[src/design/ps2_pkg.sv]
package ps2_pkg;

    localparam int frame_bits = 11;  // start, 8 data, odd parity, stop

    typedef logic [7:0] scan_t;

    localparam scan_t code_break = 8'hF0;  // release prefix
    localparam scan_t code_ext   = 8'hE0;  // extended prefix

    // make codes of the note keys, same order as tone_pkg::note_hz
    localparam scan_t key_codes [33] = '{
        8'h15,  // q
        8'h1D,  // w
        8'h24,  // e
        8'h2D,  // r
        8'h2C,  // t
        8'h35,  // y
        8'h3C,  // u
        8'h43,  // i
        8'h44,  // o
        8'h4D,  // p
        8'h54,  // [
        8'h5B,  // ]
        8'h1C,  // a
        8'h1B,  // s
        8'h23,  // d
        8'h2B,  // f
        8'h34,  // g
        8'h33,  // h
        8'h3B,  // j
        8'h42,  // k
        8'h4B,  // l
        8'h4C,  // ;
        8'h52,  // '
        8'h1A,  // z
        8'h22,  // x
        8'h21,  // c
        8'h2A,  // v
        8'h32,  // b
        8'h31,  // n
        8'h3A,  // m
        8'h41,  // ,
        8'h49,  // .
        8'h4A   // /
    };

endpackage

[src/design/tone_pkg.sv]
package tone_pkg;

    localparam int sys_clk_hz = 50_000_000;

    localparam int half_period_w = 17;  // holds 95418 for the lowest note

    typedef logic [half_period_w-1:0] half_period_t;

    // note frequencies in Hz, indexed like ps2_pkg::key_codes
    localparam int note_hz [33] = '{
        262,   // low octave
        277,
        294,
        311,
        330,
        349,
        370,
        392,
        415,
        440,
        466,
        494,
        523,   // middle octave
        554,
        587,
        622,
        659,
        698,
        740,
        784,
        831,
        880,
        932,
        1047,  // high octave
        1109,
        1175,
        1245,
        1319,
        1397,
        1480,
        1568,
        1661,
        1760
    };

endpackage

[src/design/ps2_rx.sv]
`timescale 1ns/1ps

module ps2_rx (
    input  logic           sys_clk,
    input  logic           sys_rst_n,
    input  logic           ps2_clk,
    input  logic           ps2_data,
    output ps2_pkg::scan_t scan_code,
    output logic           byte_valid,
    output logic           frame_err
);

    localparam int cnt_w = $clog2(ps2_pkg::frame_bits);

    logic [1:0]                     clk_sync;
    logic [1:0]                     data_sync;
    logic                           clk_prev;
    logic                           clk_fall;
    logic                           sample_en;
    logic [cnt_w-1:0]               bit_cnt;
    logic [ps2_pkg::frame_bits-1:0] shift_reg;
    logic [ps2_pkg::frame_bits-1:0] frame;
    logic                           last_bit;
    logic                           frame_ok;

    // both lines idle high, open collector
    always_ff @(posedge sys_clk or negedge sys_rst_n) begin
        if (!sys_rst_n) begin
            clk_sync  <= 2'b11;
            data_sync <= 2'b11;
            clk_prev  <= 1'b1;
            sample_en <= 1'b0;
        end else begin
            clk_sync  <= {clk_sync[0], ps2_clk};
            data_sync <= {data_sync[0], ps2_data};
            clk_prev  <= clk_sync[1];
            sample_en <= clk_fall;  // sample one cycle after the edge
        end
    end

    assign clk_fall = clk_prev & ~clk_sync[1];

    // lsb first, so the newest bit enters at the top
    assign frame    = {data_sync[1], shift_reg[ps2_pkg::frame_bits-1:1]};
    assign last_bit = sample_en && (int'(bit_cnt) == ps2_pkg::frame_bits - 1);
    assign frame_ok = !frame[0]                                    // start
                      && (^frame[ps2_pkg::frame_bits-2:1])         // odd parity
                      && frame[ps2_pkg::frame_bits-1];             // stop

    always_ff @(posedge sys_clk or negedge sys_rst_n) begin
        if (!sys_rst_n) begin
            bit_cnt <= '0;
        end else if (sample_en) begin
            if (last_bit) begin
                bit_cnt <= '0;
            end else begin
                bit_cnt <= bit_cnt + 1'b1;
            end
        end
    end

    always_ff @(posedge sys_clk) begin
        if (sample_en) begin
            shift_reg <= frame;
        end
        if (last_bit && frame_ok) begin
            scan_code <= frame[8:1];
        end
    end

    always_ff @(posedge sys_clk or negedge sys_rst_n) begin
        if (!sys_rst_n) begin
            byte_valid <= 1'b0;
            frame_err  <= 1'b0;
        end else begin
            byte_valid <= last_bit && frame_ok;
            frame_err  <= last_bit && !frame_ok;
        end
    end

endmodule

[src/design/key_tracker.sv]
`timescale 1ns/1ps

module key_tracker (
    input  logic           sys_clk,
    input  logic           sys_rst_n,
    input  ps2_pkg::scan_t scan_code,
    input  logic           byte_valid,
    output logic [15:0]    rec_data
);

    typedef enum logic [1:0] {
        st_idle,
        st_brk,
        st_ext,
        st_ext_brk
    } state_t;

    state_t state;

    // rec_data holds {previous byte, held key}
    always_ff @(posedge sys_clk or negedge sys_rst_n) begin
        if (!sys_rst_n) begin
            state    <= st_idle;
            rec_data <= '0;
        end else if (byte_valid) begin
            case (state)
                st_idle: begin
                    if (scan_code == ps2_pkg::code_break) begin
                        state <= st_brk;
                    end else if (scan_code == ps2_pkg::code_ext) begin
                        state <= st_ext;
                    end else begin
                        rec_data <= {rec_data[7:0], scan_code};  // new key wins
                    end
                end
                st_brk: begin
                    state <= st_idle;
                    if (scan_code == rec_data[7:0]) begin
                        rec_data <= '0;  // held key let go
                    end
                end
                st_ext: begin
                    // extended key ignored, but watch for its release
                    if (scan_code == ps2_pkg::code_break) begin
                        state <= st_ext_brk;
                    end else begin
                        state <= st_idle;
                    end
                end
                st_ext_brk: begin
                    state <= st_idle;  // drop the extended release code
                end
                default: begin
                    state <= st_idle;
                end
            endcase
        end
    end

endmodule

[src/design/freq_ctrl.sv]
`timescale 1ns/1ps

module freq_ctrl (
    input  logic                   sys_clk,
    input  logic                   sys_rst_n,
    input  logic [15:0]            rec_data,
    output tone_pkg::half_period_t cnt_freq
);

    tone_pkg::half_period_t cnt_next;
    logic                   hit;

    // table search over the note keys, zero when nothing matches
    always_comb begin
        cnt_next = '0;
        hit      = 1'b0;
        for (int i = 0; i < $size(ps2_pkg::key_codes); i++) begin
            if (!hit && rec_data[7:0] == ps2_pkg::key_codes[i]) begin
                hit      = 1'b1;
                cnt_next = tone_pkg::half_period_t'(
                    tone_pkg::sys_clk_hz / (2 * tone_pkg::note_hz[i]) - 1);
            end
        end
    end

    always_ff @(posedge sys_clk or negedge sys_rst_n) begin
        if (!sys_rst_n) begin
            cnt_freq <= '0;
        end else begin
            cnt_freq <= cnt_next;
        end
    end

endmodule

[src/design/tone_gen.sv]
`timescale 1ns/1ps

module tone_gen (
    input  logic                   sys_clk,
    input  logic                   sys_rst_n,
    input  tone_pkg::half_period_t cnt_freq,
    output logic                   buzzer
);

    tone_pkg::half_period_t cnt_last;
    tone_pkg::half_period_t half_cnt;

    // each phase lasts cnt_freq+1 cycles
    always_ff @(posedge sys_clk or negedge sys_rst_n) begin
        if (!sys_rst_n) begin
            cnt_last <= '0;
            half_cnt <= '0;
            buzzer   <= 1'b0;
        end else if (cnt_freq != cnt_last) begin
            cnt_last <= cnt_freq;  // new note, restart low phase
            half_cnt <= cnt_freq;
            buzzer   <= 1'b0;
        end else if (cnt_freq == '0) begin
            half_cnt <= '0;
            buzzer   <= 1'b0;  // silence
        end else if (half_cnt == '0) begin
            half_cnt <= cnt_freq;
            buzzer   <= ~buzzer;
        end else begin
            half_cnt <= half_cnt - 1'b1;
        end
    end

endmodule

[src/design/ps2_piano.sv]
`timescale 1ns/1ps

module ps2_piano (
    input  logic sys_clk,
    input  logic sys_rst_n,
    input  logic ps2_clk,
    input  logic ps2_data,
    output logic buzzer,
    output logic frame_err
);

    ps2_pkg::scan_t         scan_code;
    logic                   byte_valid;
    logic [15:0]            rec_data;
    tone_pkg::half_period_t cnt_freq;

    ps2_rx i_ps2_rx (
        .sys_clk    (sys_clk),
        .sys_rst_n  (sys_rst_n),
        .ps2_clk    (ps2_clk),
        .ps2_data   (ps2_data),
        .scan_code  (scan_code),
        .byte_valid (byte_valid),
        .frame_err  (frame_err)
    );

    key_tracker i_key_tracker (
        .sys_clk    (sys_clk),
        .sys_rst_n  (sys_rst_n),
        .scan_code  (scan_code),
        .byte_valid (byte_valid),
        .rec_data   (rec_data)
    );

    freq_ctrl i_freq_ctrl (
        .sys_clk   (sys_clk),
        .sys_rst_n (sys_rst_n),
        .rec_data  (rec_data),
        .cnt_freq  (cnt_freq)
    );

    tone_gen i_tone_gen (
        .sys_clk   (sys_clk),
        .sys_rst_n (sys_rst_n),
        .cnt_freq  (cnt_freq),
        .buzzer    (buzzer)
    );

endmodule

[config.mk]
export PLATFORM = sky130hd
export DESIGN_NAME = ps2_piano
export DESIGN_NICKNAME = d
export VERILOG_FILES = /design/src/design/ps2_pkg.sv /design/src/design/tone_pkg.sv /design/src/design/ps2_rx.sv /design/src/design/key_tracker.sv /design/src/design/freq_ctrl.sv /design/src/design/tone_gen.sv /design/src/design/ps2_piano.sv
export SDC_FILE = /design/constraint.sdc
export NUM_CORES = 1
export LEC_CHECK = 0
export BUFFER_PORTS_ARGS = -buffer_cell sky130_fd_sc_hd__buf_2
export CAP_MARGIN = 20
export CELL_PAD_IN_SITES_DETAIL_PLACEMENT = 0
export CELL_PAD_IN_SITES_GLOBAL_PLACEMENT = 2
export CORE_MARGIN = 2
export CORE_UTILIZATION = 46
export DETAILED_ROUTE_END_ITERATION = 10
export HOLD_SLACK_MARGIN = 0.03
export PLACE_DENSITY = 0.88
export REMOVE_ABC_BUFFERS = 1
export SYNTH_ARGS = -nofsm -noshare
export SYNTH_HDL_FRONTEND = slang
export SYNTH_HIERARCHICAL = 1
export SYNTH_SLANG_ARGS = --single-unit
[constraint.sdc]
create_clock -name sys_clk -period 3.8 [get_ports sys_clk]
set_input_delay 0.57 -clock sys_clk [delete_from_list [all_inputs] [get_ports sys_clk]]
set_output_delay 0.57 -clock sys_clk [all_outputs]
set_load 0.02 [all_outputs]
; Word level (Yosys, flattened, before mapping)
; Index checks and enable logic that the tools add are counted.
[word_totals]
rom_bits = 0
mem_count = 0
latch_bits = 0
ramBits = 0
regBits = 93
[op_classes]
bitwise_logic = 3
n_eq_ne = 45
div = 0
mux = 80
multipliers = 0
n_addsub = 2
n_lt_le_gt_ge = 0
shifts = 0
reduce_logical = 80
[op_table]
columns = op, n
row1 = $mux 17, 36
row2 = $eq 8x6->1 const B, 16
row3 = $eq 8x7->1 const B, 12
row4 = $eq 8x5->1 const B, 5
row5 = $logic_and 1x1->1, 37
row6 = $mux 1, 35
row7 = $logic_not 1->1, 34
row8 = $logic_not 17->1, 2
row9 = $mux 8, 3
row10 = $ne 17x17->1, 1
row11 = $sub 17x1->17 const B, 1
row12 = $eq 8x8->1 const B, 2
row13 = $pmux 8 s2, 1
row14 = $reduce_xor 9->1, 1
row15 = $eq 8x8->1, 1
row16 = $mux 2, 3
row17 = $pmux 2 s3, 1
row18 = $reduce_and 5->1, 1
row19 = $add 4x1->4 const B, 1
row20 = $eq 2x2->1 const B, 2
row21 = $eq 4x4->1 const B, 1
row22 = $mux 4, 1
row23 = $ne 2x2->1 const B, 2
row24 = $ne 3x1->1 const B, 1
row25 = other kinds (9), 10

; Depth between registers and ports, before layout
; Gate-level depths: netlist of the first run.
[depth]
word_depth = 98
ltp_mapped = 8
ltp_nobuf = 6

; Cells and area by module
; Netlist of the first run, hierarchy kept.
[by_module_without_submodules]
columns = mod, area_each_um2, instances, cells_per_inst, seq_area_each_um2
row1 = freq_ctrl, 1737.9, 1, 236, 425.4
row2 = tone_gen, 1732.9, 1, 152, 875.8
row3 = ps2_rx, 1068.5, 1, 59, 847.1
row4 = key_tracker, 945.9, 1, 93, 450.4

; Worst setup path after synthesis of the first run
; No wires, ideal clock.
[synth_timing]
kind = register to register
from = register i_ps2_rx/shift_reg[4] (netlist name)
to = register i_ps2_rx.scan_code[0] (enable)
path_slack_ns = 1.421
arrival_ns = 1.981
stages_incl_launch_ff = 5
required_ns = 3.403
setup_time_ns = 0.397
path_buffers = 0
period_less_slack_ns = 2.379
path_cell_list = edfxtp_1 > xor2_1 > xnor3_1 > xnor2_1 > nor4_1
[synth_via]
elab_chain_len = 4
[synth_rtl]
columns = item, line
row1 = start: declaration, ps2_rx.sv:21  ; logic [ps2_pkg::frame_bits-1:0] shift_reg;
row2 = start signal: assignment, ps2_rx.sv:64  ; shift_reg <= frame;
row3 = $reduce_xor 9->1, ps2_rx.sv:47  ; && (^frame[ps2_pkg::frame_bits-2:1])
row4 = $logic_and 1x1->1, ps2_rx.sv:47
row5 = $logic_and 1x1->1, ps2_rx.sv:48  ; && frame[ps2_pkg::frame_bits-1];
row6 = $logic_and 1x1->1, ps2_rx.sv:66  ; if (last_bit && frame_ok) begin
row7 = end signal: assignment, ps2_rx.sv:67  ; scan_code <= frame[8:1];
row8 = end: declaration, ps2_rx.sv:8  ; output ps2_pkg::scan_t scan_code,
; Every way passes these cells.
; A chain may end at the register's enable or synchronous reset.

; Worst setup path in the final report of the first run
[layout_timing]
from = register i_key_tracker.rec_data[4]
to = register i_freq_ctrl.cnt_freq[0]
[layout_via]
elab_chain_len = 98
elab_cells_between_ends = 161
[layout_rtl]
columns = item, line
row1 = start: declaration, key_tracker.sv:8  ; output logic [15:0] rec_data
row2 = start signal: assignment, key_tracker.sv:33  ; rec_data <= {rec_data[7:0], scan_code};
row3 = $eq 8x5->1, freq_ctrl.sv:18  ; if (!hit && rec_data[7:0] == ps2_pkg::key_codes[i]) begin
row4 = $mux 1, freq_ctrl.sv:18
row5 = $logic_not 1->1, freq_ctrl.sv:18
row6 = $logic_and 1x1->1, freq_ctrl.sv:18
row7 = $mux 1, freq_ctrl.sv:18
row8 = $logic_not 1->1, freq_ctrl.sv:18
row9 = $logic_and 1x1->1, freq_ctrl.sv:18
row10 = $mux 1, freq_ctrl.sv:18
row11 = [... 83 more ...], -
row12 = $mux 1, freq_ctrl.sv:18
row13 = $logic_not 1->1, freq_ctrl.sv:18
row14 = $logic_and 1x1->1, freq_ctrl.sv:18
row15 = $mux 1, freq_ctrl.sv:18
row16 = $logic_not 1->1, freq_ctrl.sv:18
row17 = $logic_and 1x1->1, freq_ctrl.sv:18
row18 = $mux 17 (*), freq_ctrl.sv:18
row19 = via i_freq_ctrl.cnt_next[0], freq_ctrl.sv:10  ; tone_pkg::half_period_t cnt_next;
row20 = end signal: assignment, freq_ctrl.sv:30  ; cnt_freq <= cnt_next;
row21 = end: declaration, freq_ctrl.sv:7  ; output tone_pkg::half_period_t cnt_freq
; The timed path passes the listed nets; every way through them passes the cells marked *.

==> results of run 1 <==
-- per-stage QoR --
step / utilization [%] / hold slack (ns) / setup WS [ns] / std cells
global route: 49.2 / 0.277 / 1.04 / 625
floorplan: - / 0.274 / 1.42 / 461
detailed placement: 47.1 / 0.347 / 1.29 / 608
finish: 49.2 / 0.306 / 1.20 / 625
CTS: 49.2 / 0.282 / 1.28 / 624
global placement: 47.1 / 0.346 / 1.25 / 608
-- area by class of cell --
type,instances,area [um2]
fillers,1009,5530
multi-input cells,360,2480
flip-flops and latches,92,2400
well taps,140,175
clock buffers,9,124
clock inverters,7,98.8
repair buffers,8,47.5
inverters,9,33.8
-- routing by layer --
layer	up-vias	part of all wire (%)
li1	1807	-
met1	1879	43
met2	189	46
met3	45	6.9
met4	0	3.2
met5	-	0
-- critical path, delay by kind of cell (launching register included) --
kind / cells / cell delay [ns]
DFF: 1 / 1.04
and+or+nand+nor: 2 / 0.95
AOI/OAI and AO/OA: 3 / 0.50
-- final timing paths --
check | end | slack, ns | cells past startpoint
max reg2reg | i_freq_ctrl/cnt_freq[0]$_DFF_PN0_ | 1.20 | 5
max | i_freq_ctrl/cnt_freq[0]$_DFF_PN0_ | 1.20 | 5
min in group asynchronous | i_ps2_rx/byte_valid$_DFF_PN0_ | 0.32 | 1
min | i_ps2_rx/clk_sync[0]$_DFF_PN1_ | 0.31 | 1
min reg2reg | i_ps2_rx/data_sync[1]$_DFF_PN1_ | 0.36 | 0
max in group asynchronous | i_tone_gen/cnt_last[5]$_DFFE_PN0P_ | 2.82 | 1
-- power by group through the flow --
stage / clock network [mW] / registers (mW) / logic [mW]
after global placement: 0 / 1.22 / 0.584
after CTS: 0.739 / 1.20 / 0.580
final: 0.715 / 1.21 / 0.587
after floorplan: 0 / 1.19 / 0.427
after detailed placement: 0 / 1.22 / 0.578
after global routing: 0.786 / 1.22 / 0.644
==> results.yml, run 1 <==
cells_and_area:
  num_antenna_cells: 0
  design_area_um2: 5360
  final_cell_mix: "69 x dfrtp_1, 38 x nor2_1, 31 x xnor2_1"
  final_common_cell: "dfrtp_1"
  drive_gt1_share_pct: 10.3
  reg_top3: "i_freq_ctrl/cnt_freq x17, i_tone_gen/cnt_last x17, i_tone_gen/half_cnt x17"
  nets: 488
  syn_to_final_growth_pct: 3.96
critical_path:
  cp_slowest_cell: "dfrtp_1"
  rr_startpoint: "i_key_tracker/rec_data[4]$_DFFE_PN0P_"
  cp_data_required_time_ns: 4.04
  crit_path_max_incr_delay_ns: 1.04
  path_max_fanout: 32
  crit_chain: "or4b_1 > o22ai_1 > o21ai_0 > o31ai_1 > or3_1"
  cp-end-kind: "flip-flop"
  critPathLaunchType: "flip-flop"
  critPathKind: "reg2reg"
  startpoint: "i_key_tracker/rec_data[4]$_DFFE_PN0P_"
  crit_arrival_ns: 2.84
floorplanning:
  core-area_um2: 10900
  fp.dieArea_um2: 12100
  ios: 6
  rows: 38
  start_util_pct: 47.3
  die_w_um: 110
  fp.dieH_um: 110
global_route:
  use_met1_pct: 28.4
  gr-usage-all-layers_pct: 21.2
  busiest_layer: "met2"
  grt_max_degree: 75
  gr-total-overflow: 0
  met2_usage_pct: 33.9
  grt_pass1_vias: 3750
  antenna_found_initial: 0
  grt_first_pass_wirelength_um: 19700
  grt_util_met3_pct: 4.86
outcome:
  outcome: "completed"
timing:
  fin_setup_tns_ns: 0
  fin_skew_ns: 0.00806
  max-slew-margin-rel_pct: 30.5
  setup_viol: 0
  maxSlewViolCount: 0
  worstMarginPinSlew_ns: 1.04
  final_hold_viol_count: 0
  fin_crit_sh_pct: 68.5
  rsz0062_at_grt: "false"
  fin_crit_ns: 2.60
  clock.fmax_mhz: 384
flow_run:
  drv_cap: 0
clocking:
  numCtsBuffers: 9
  cts_buffer_depth: 2
  clockRootBuffer: "clkbuf_8"
  clk_latency_ns: 0.35
  cts-resized-gates: 0
  cts_hold_buf: 0
  numClockSinks: 92
  cts.htree.levels: 3
  post_cts_buffers: 0
  path_clk_slew_ns: 0.09
  cts_tree: "built"
power_and_ir_drop:
  seqPwrFrac_pct: 48.1
  irDropWorstVdd_mv: 0.317
  swShare_pct: 33.8
  power_per_cell_area_nw_per_um2: 468
  p_int_mw: 1.66
  p_leak_nw: 2.15
  netSwitchingPower_uw: 847
  p_comb_share_pct: 23.4
  p_clk_share_pct: 28.5
  p_total_mw: 2.51
min_path:
  min_from: "ps2_clk"
  hp-class: "in2reg"
placed_design:
  dpl_cell_area_um2: 5130
  hpwl_um: 8330
  portBuffers: 5
  gp_congestion: 0.946
route:
  viasPerCell: 6.27
  drt-total-wl_um: 12200
  drc_errors: 0
  drtPass1Iterations: 5
  first_iter_violations: 606
  routedWlPerCell_um: 19.5
  ant_nets: 0
  vias: 3920
synthesis:
  syn_area_per_cell_um2: 10.1
  yosys_warnings: 6
  syn-cell-area_um2: 5150
  synthCells: 508
(Power assumes the default switching activity.)
==> inputs of run 2 (changes only) <==
--- a/config.mk
+++ b/config.mk
@@ -10,10 +10,10 @@
 export CELL_PAD_IN_SITES_DETAIL_PLACEMENT = 0
 export CELL_PAD_IN_SITES_GLOBAL_PLACEMENT = 2
 export CORE_MARGIN = 2
-export CORE_UTILIZATION = 46
+export CORE_UTILIZATION = 42
 export DETAILED_ROUTE_END_ITERATION = 10
 export HOLD_SLACK_MARGIN = 0.03
-export PLACE_DENSITY = 0.88
+export PLACE_DENSITY = 0.81
 export REMOVE_ABC_BUFFERS = 1
 export SYNTH_ARGS = -nofsm -noshare
 export SYNTH_HDL_FRONTEND = slang
==> constraint.sdc (replaced) <==
create_clock -name sys_clk -period 2.5 [get_ports sys_clk]
set_input_delay 0.375 -clock sys_clk [delete_from_list [all_inputs] [get_ports sys_clk]]
set_output_delay 0.375 -clock sys_clk [all_outputs]
set_load 0.02 [all_outputs]
==> results.yml, run 2 (synthesized netlist as in run 1, its figures left out) <==
clocking:
  numClockSinks: 92
  cts_tree: "built"
  clk_latency_ns: 0.34
  path_clk_slew_ns: 0.07
  clockRootBuffer: "clkbuf_16"
  numCtsBuffers: 9
  cts.htree.levels: 3
  post_cts_buffers: 0
  cts_buffer_depth: 2
global_route:
  grt_first_pass_wirelength_um: 22500
  grt_max_degree: 41
  gr-total-overflow: 0
  gr-usage-all-layers_pct: 22.5
  grt_pass1_vias: 4053
  antenna_found_initial: 0
flow_run:
  drv_cap: 0
power_and_ir_drop:
  power_per_cell_area_nw_per_um2: 740
  irDropWorstVdd_mv: 0.425
  p_leak_nw: 2.36
  p_total_mw: 4.25
critical_path:
  critPathKind: "reg2reg"
  r2r-end: "i_freq_ctrl/cnt_freq[3]$_DFF_PN0_"
  r2r_slack_ns: 0.19
  cp-end-kind: "flip-flop"
  reg2reg_depth: 5
  path_max_fanout: 16
  critPathLaunchType: "flip-flop"
  rr_startpoint: "i_key_tracker/rec_data[6]$_DFFE_PN0P_"
  crit_arrival_ns: 2.51
  cp_data_required_time_ns: 2.70
timing:
  rsz0062_at_grt: "false"
  setup_viol: 0
  worstMarginPinSlew_ns: 0.699
  setup_slack_ns: 0.191
  max-slew-margin-rel_pct: 53.3
  maxSlewViolCount: 0
  final_hold_viol_count: 0
  fin_setup_tns_ns: 0
  fin_crit_sh_pct: 92.4
  fin_skew_ns: 0.0108
  clock.fmax_mhz: 433
  fin_crit_ns: 2.31
min_path:
  min_from: "ps2_data"
  whs_endpoint: "i_ps2_rx/data_sync[0]$_DFF_PN1_"
  hp-class: "in2reg"
  whs_path_depth: 1
route:
  drt-total-wl_um: 14000
  routedWlPerCell_um: 21.0
  ant_nets: 0
  first_iter_violations: 306
  drc_errors: 0
  vias: 4019
  drtPass1Iterations: 5
  viasPerCell: 6.03
placed_design:
  dp.cells: 650
  gp_congestion: 0.970
  dp_slack_ns: 0.241
  hpwl_um: 10200
  portBuffers: 5
cells_and_area:
  num_antenna_cells: 0
  layout.cells.non_filler: 667
  reg_top3: "i_freq_ctrl/cnt_freq x17, i_tone_gen/cnt_last x17, i_tone_gen/half_cnt x17"
  syn_to_final_growth_pct: 11.3
  final_cell_mix: "69 x dfrtp_1, 38 x nor2_1, 36 x buf_4"
  final_common_cell: "dfrtp_1"
  nets: 523
  drive_gt1_share_pct: 16.0
floorplanning:
  die_w_um: 115
  fp.dieH_um: 115
  rows: 40
  fp.dieArea_um2: 13200
  ios: 6
  start_util_pct: 42.9
  core-area_um2: 12000
outcome:
  outcome: "completed"
==> run 2: cell types whose count changed in the layout (fill, tap and decap cells not counted), sizes merged <==
cell	previous run	this run
buf	7	42
bufinv	2	1
clkinvlp	1	2
inv	10	11
clkinv	3	1
dlygate4sd3	0	1
==> run 2: how the worst max path moves through the flow <==
stage	startpoint	to
after floorplan	i_ps2_rx/shift_reg[4]$_DFFE_PP_	i_ps2_rx/scan_code[0]$_DFFE_PP_
final	i_key_tracker/rec_data[6]$_DFFE_PN0P_	i_freq_ctrl/cnt_freq[3]$_DFF_PN0_
after global routing	i_key_tracker/rec_data[0]$_DFFE_PN0P_	i_freq_ctrl/cnt_freq[13]$_DFF_PN0_
after detailed placement	i_key_tracker/rec_data[6]$_DFFE_PN0P_	i_freq_ctrl/cnt_freq[3]$_DFF_PN0_
after global placement	i_key_tracker/rec_data[0]$_DFFE_PN0P_	i_freq_ctrl/cnt_freq[13]$_DFF_PN0_
after CTS	i_key_tracker/rec_data[6]$_DFFE_PN0P_	i_freq_ctrl/cnt_freq[3]$_DFF_PN0_
==> run 2: stage by stage <==
| step | hold slack, ns | util [%] | instance area (um2) |
|---|---|---|---|
| global placement | 0.346 | 45.2 | 5430 |
| finish | 0.135 | 47.8 | 5740 |
| CTS | 0.125 | 47.8 | 5740 |
| global route | 0.115 | 47.8 | 5740 |
| floorplan | 0.0794 | - | 4910 |
| detailed placement | 0.353 | 45.2 | 5430 |
==> run 2: what timing repair did <==
| action | in CTS | in global routing |
|---|---|---|
| hold buffers | 1 | 0 |
| resized for setup | 0 | 0 |
| endpoints found under the hold margin | 29 | 0 |
==> run 2: report_power, final <==
part	total (mW)	internal (mW)	switching (mW)
registers	1.76	1.62	0.137
clock network	1.35	0.784	0.569
logic	1.14	0.445	0.691
total	4.25	2.85	1.40
==> run 2: area by class of cell <==
cell class / count / area [um2]
timing repair buffer: 43 / 340
multi-input combinational: 360 / 2480
tap: 147 / 184
fill: 1142 / 6270
clock buffer: 10 / 229
clock inverter: 6 / 71.3
sequential: 92 / 2400
inverter: 9 / 33.8
==> run 2: critical path: stages (launching register included) <==
cell      delay, ns
dfrtp_1        0.56
or3b_1         0.44
nor2_1         0.15
a32o_1         0.32
nand3b_1       0.18
or4_1          0.53
==> run 2: layer usage <==
layer | routed length (um) | vias up | share of wire (%) | global-route usage (%)
li1 | - | 1883 | - | -
met1 | 6350 | 1964 | 45 | 30.7
met2 | 6390 | 136 | 46 | 34.6
met3 | 732 | 36 | 5.2 | 4.85
met4 | 505 | 0 | 3.6 | 10.4
met5 | 0 | - | 0 | 0
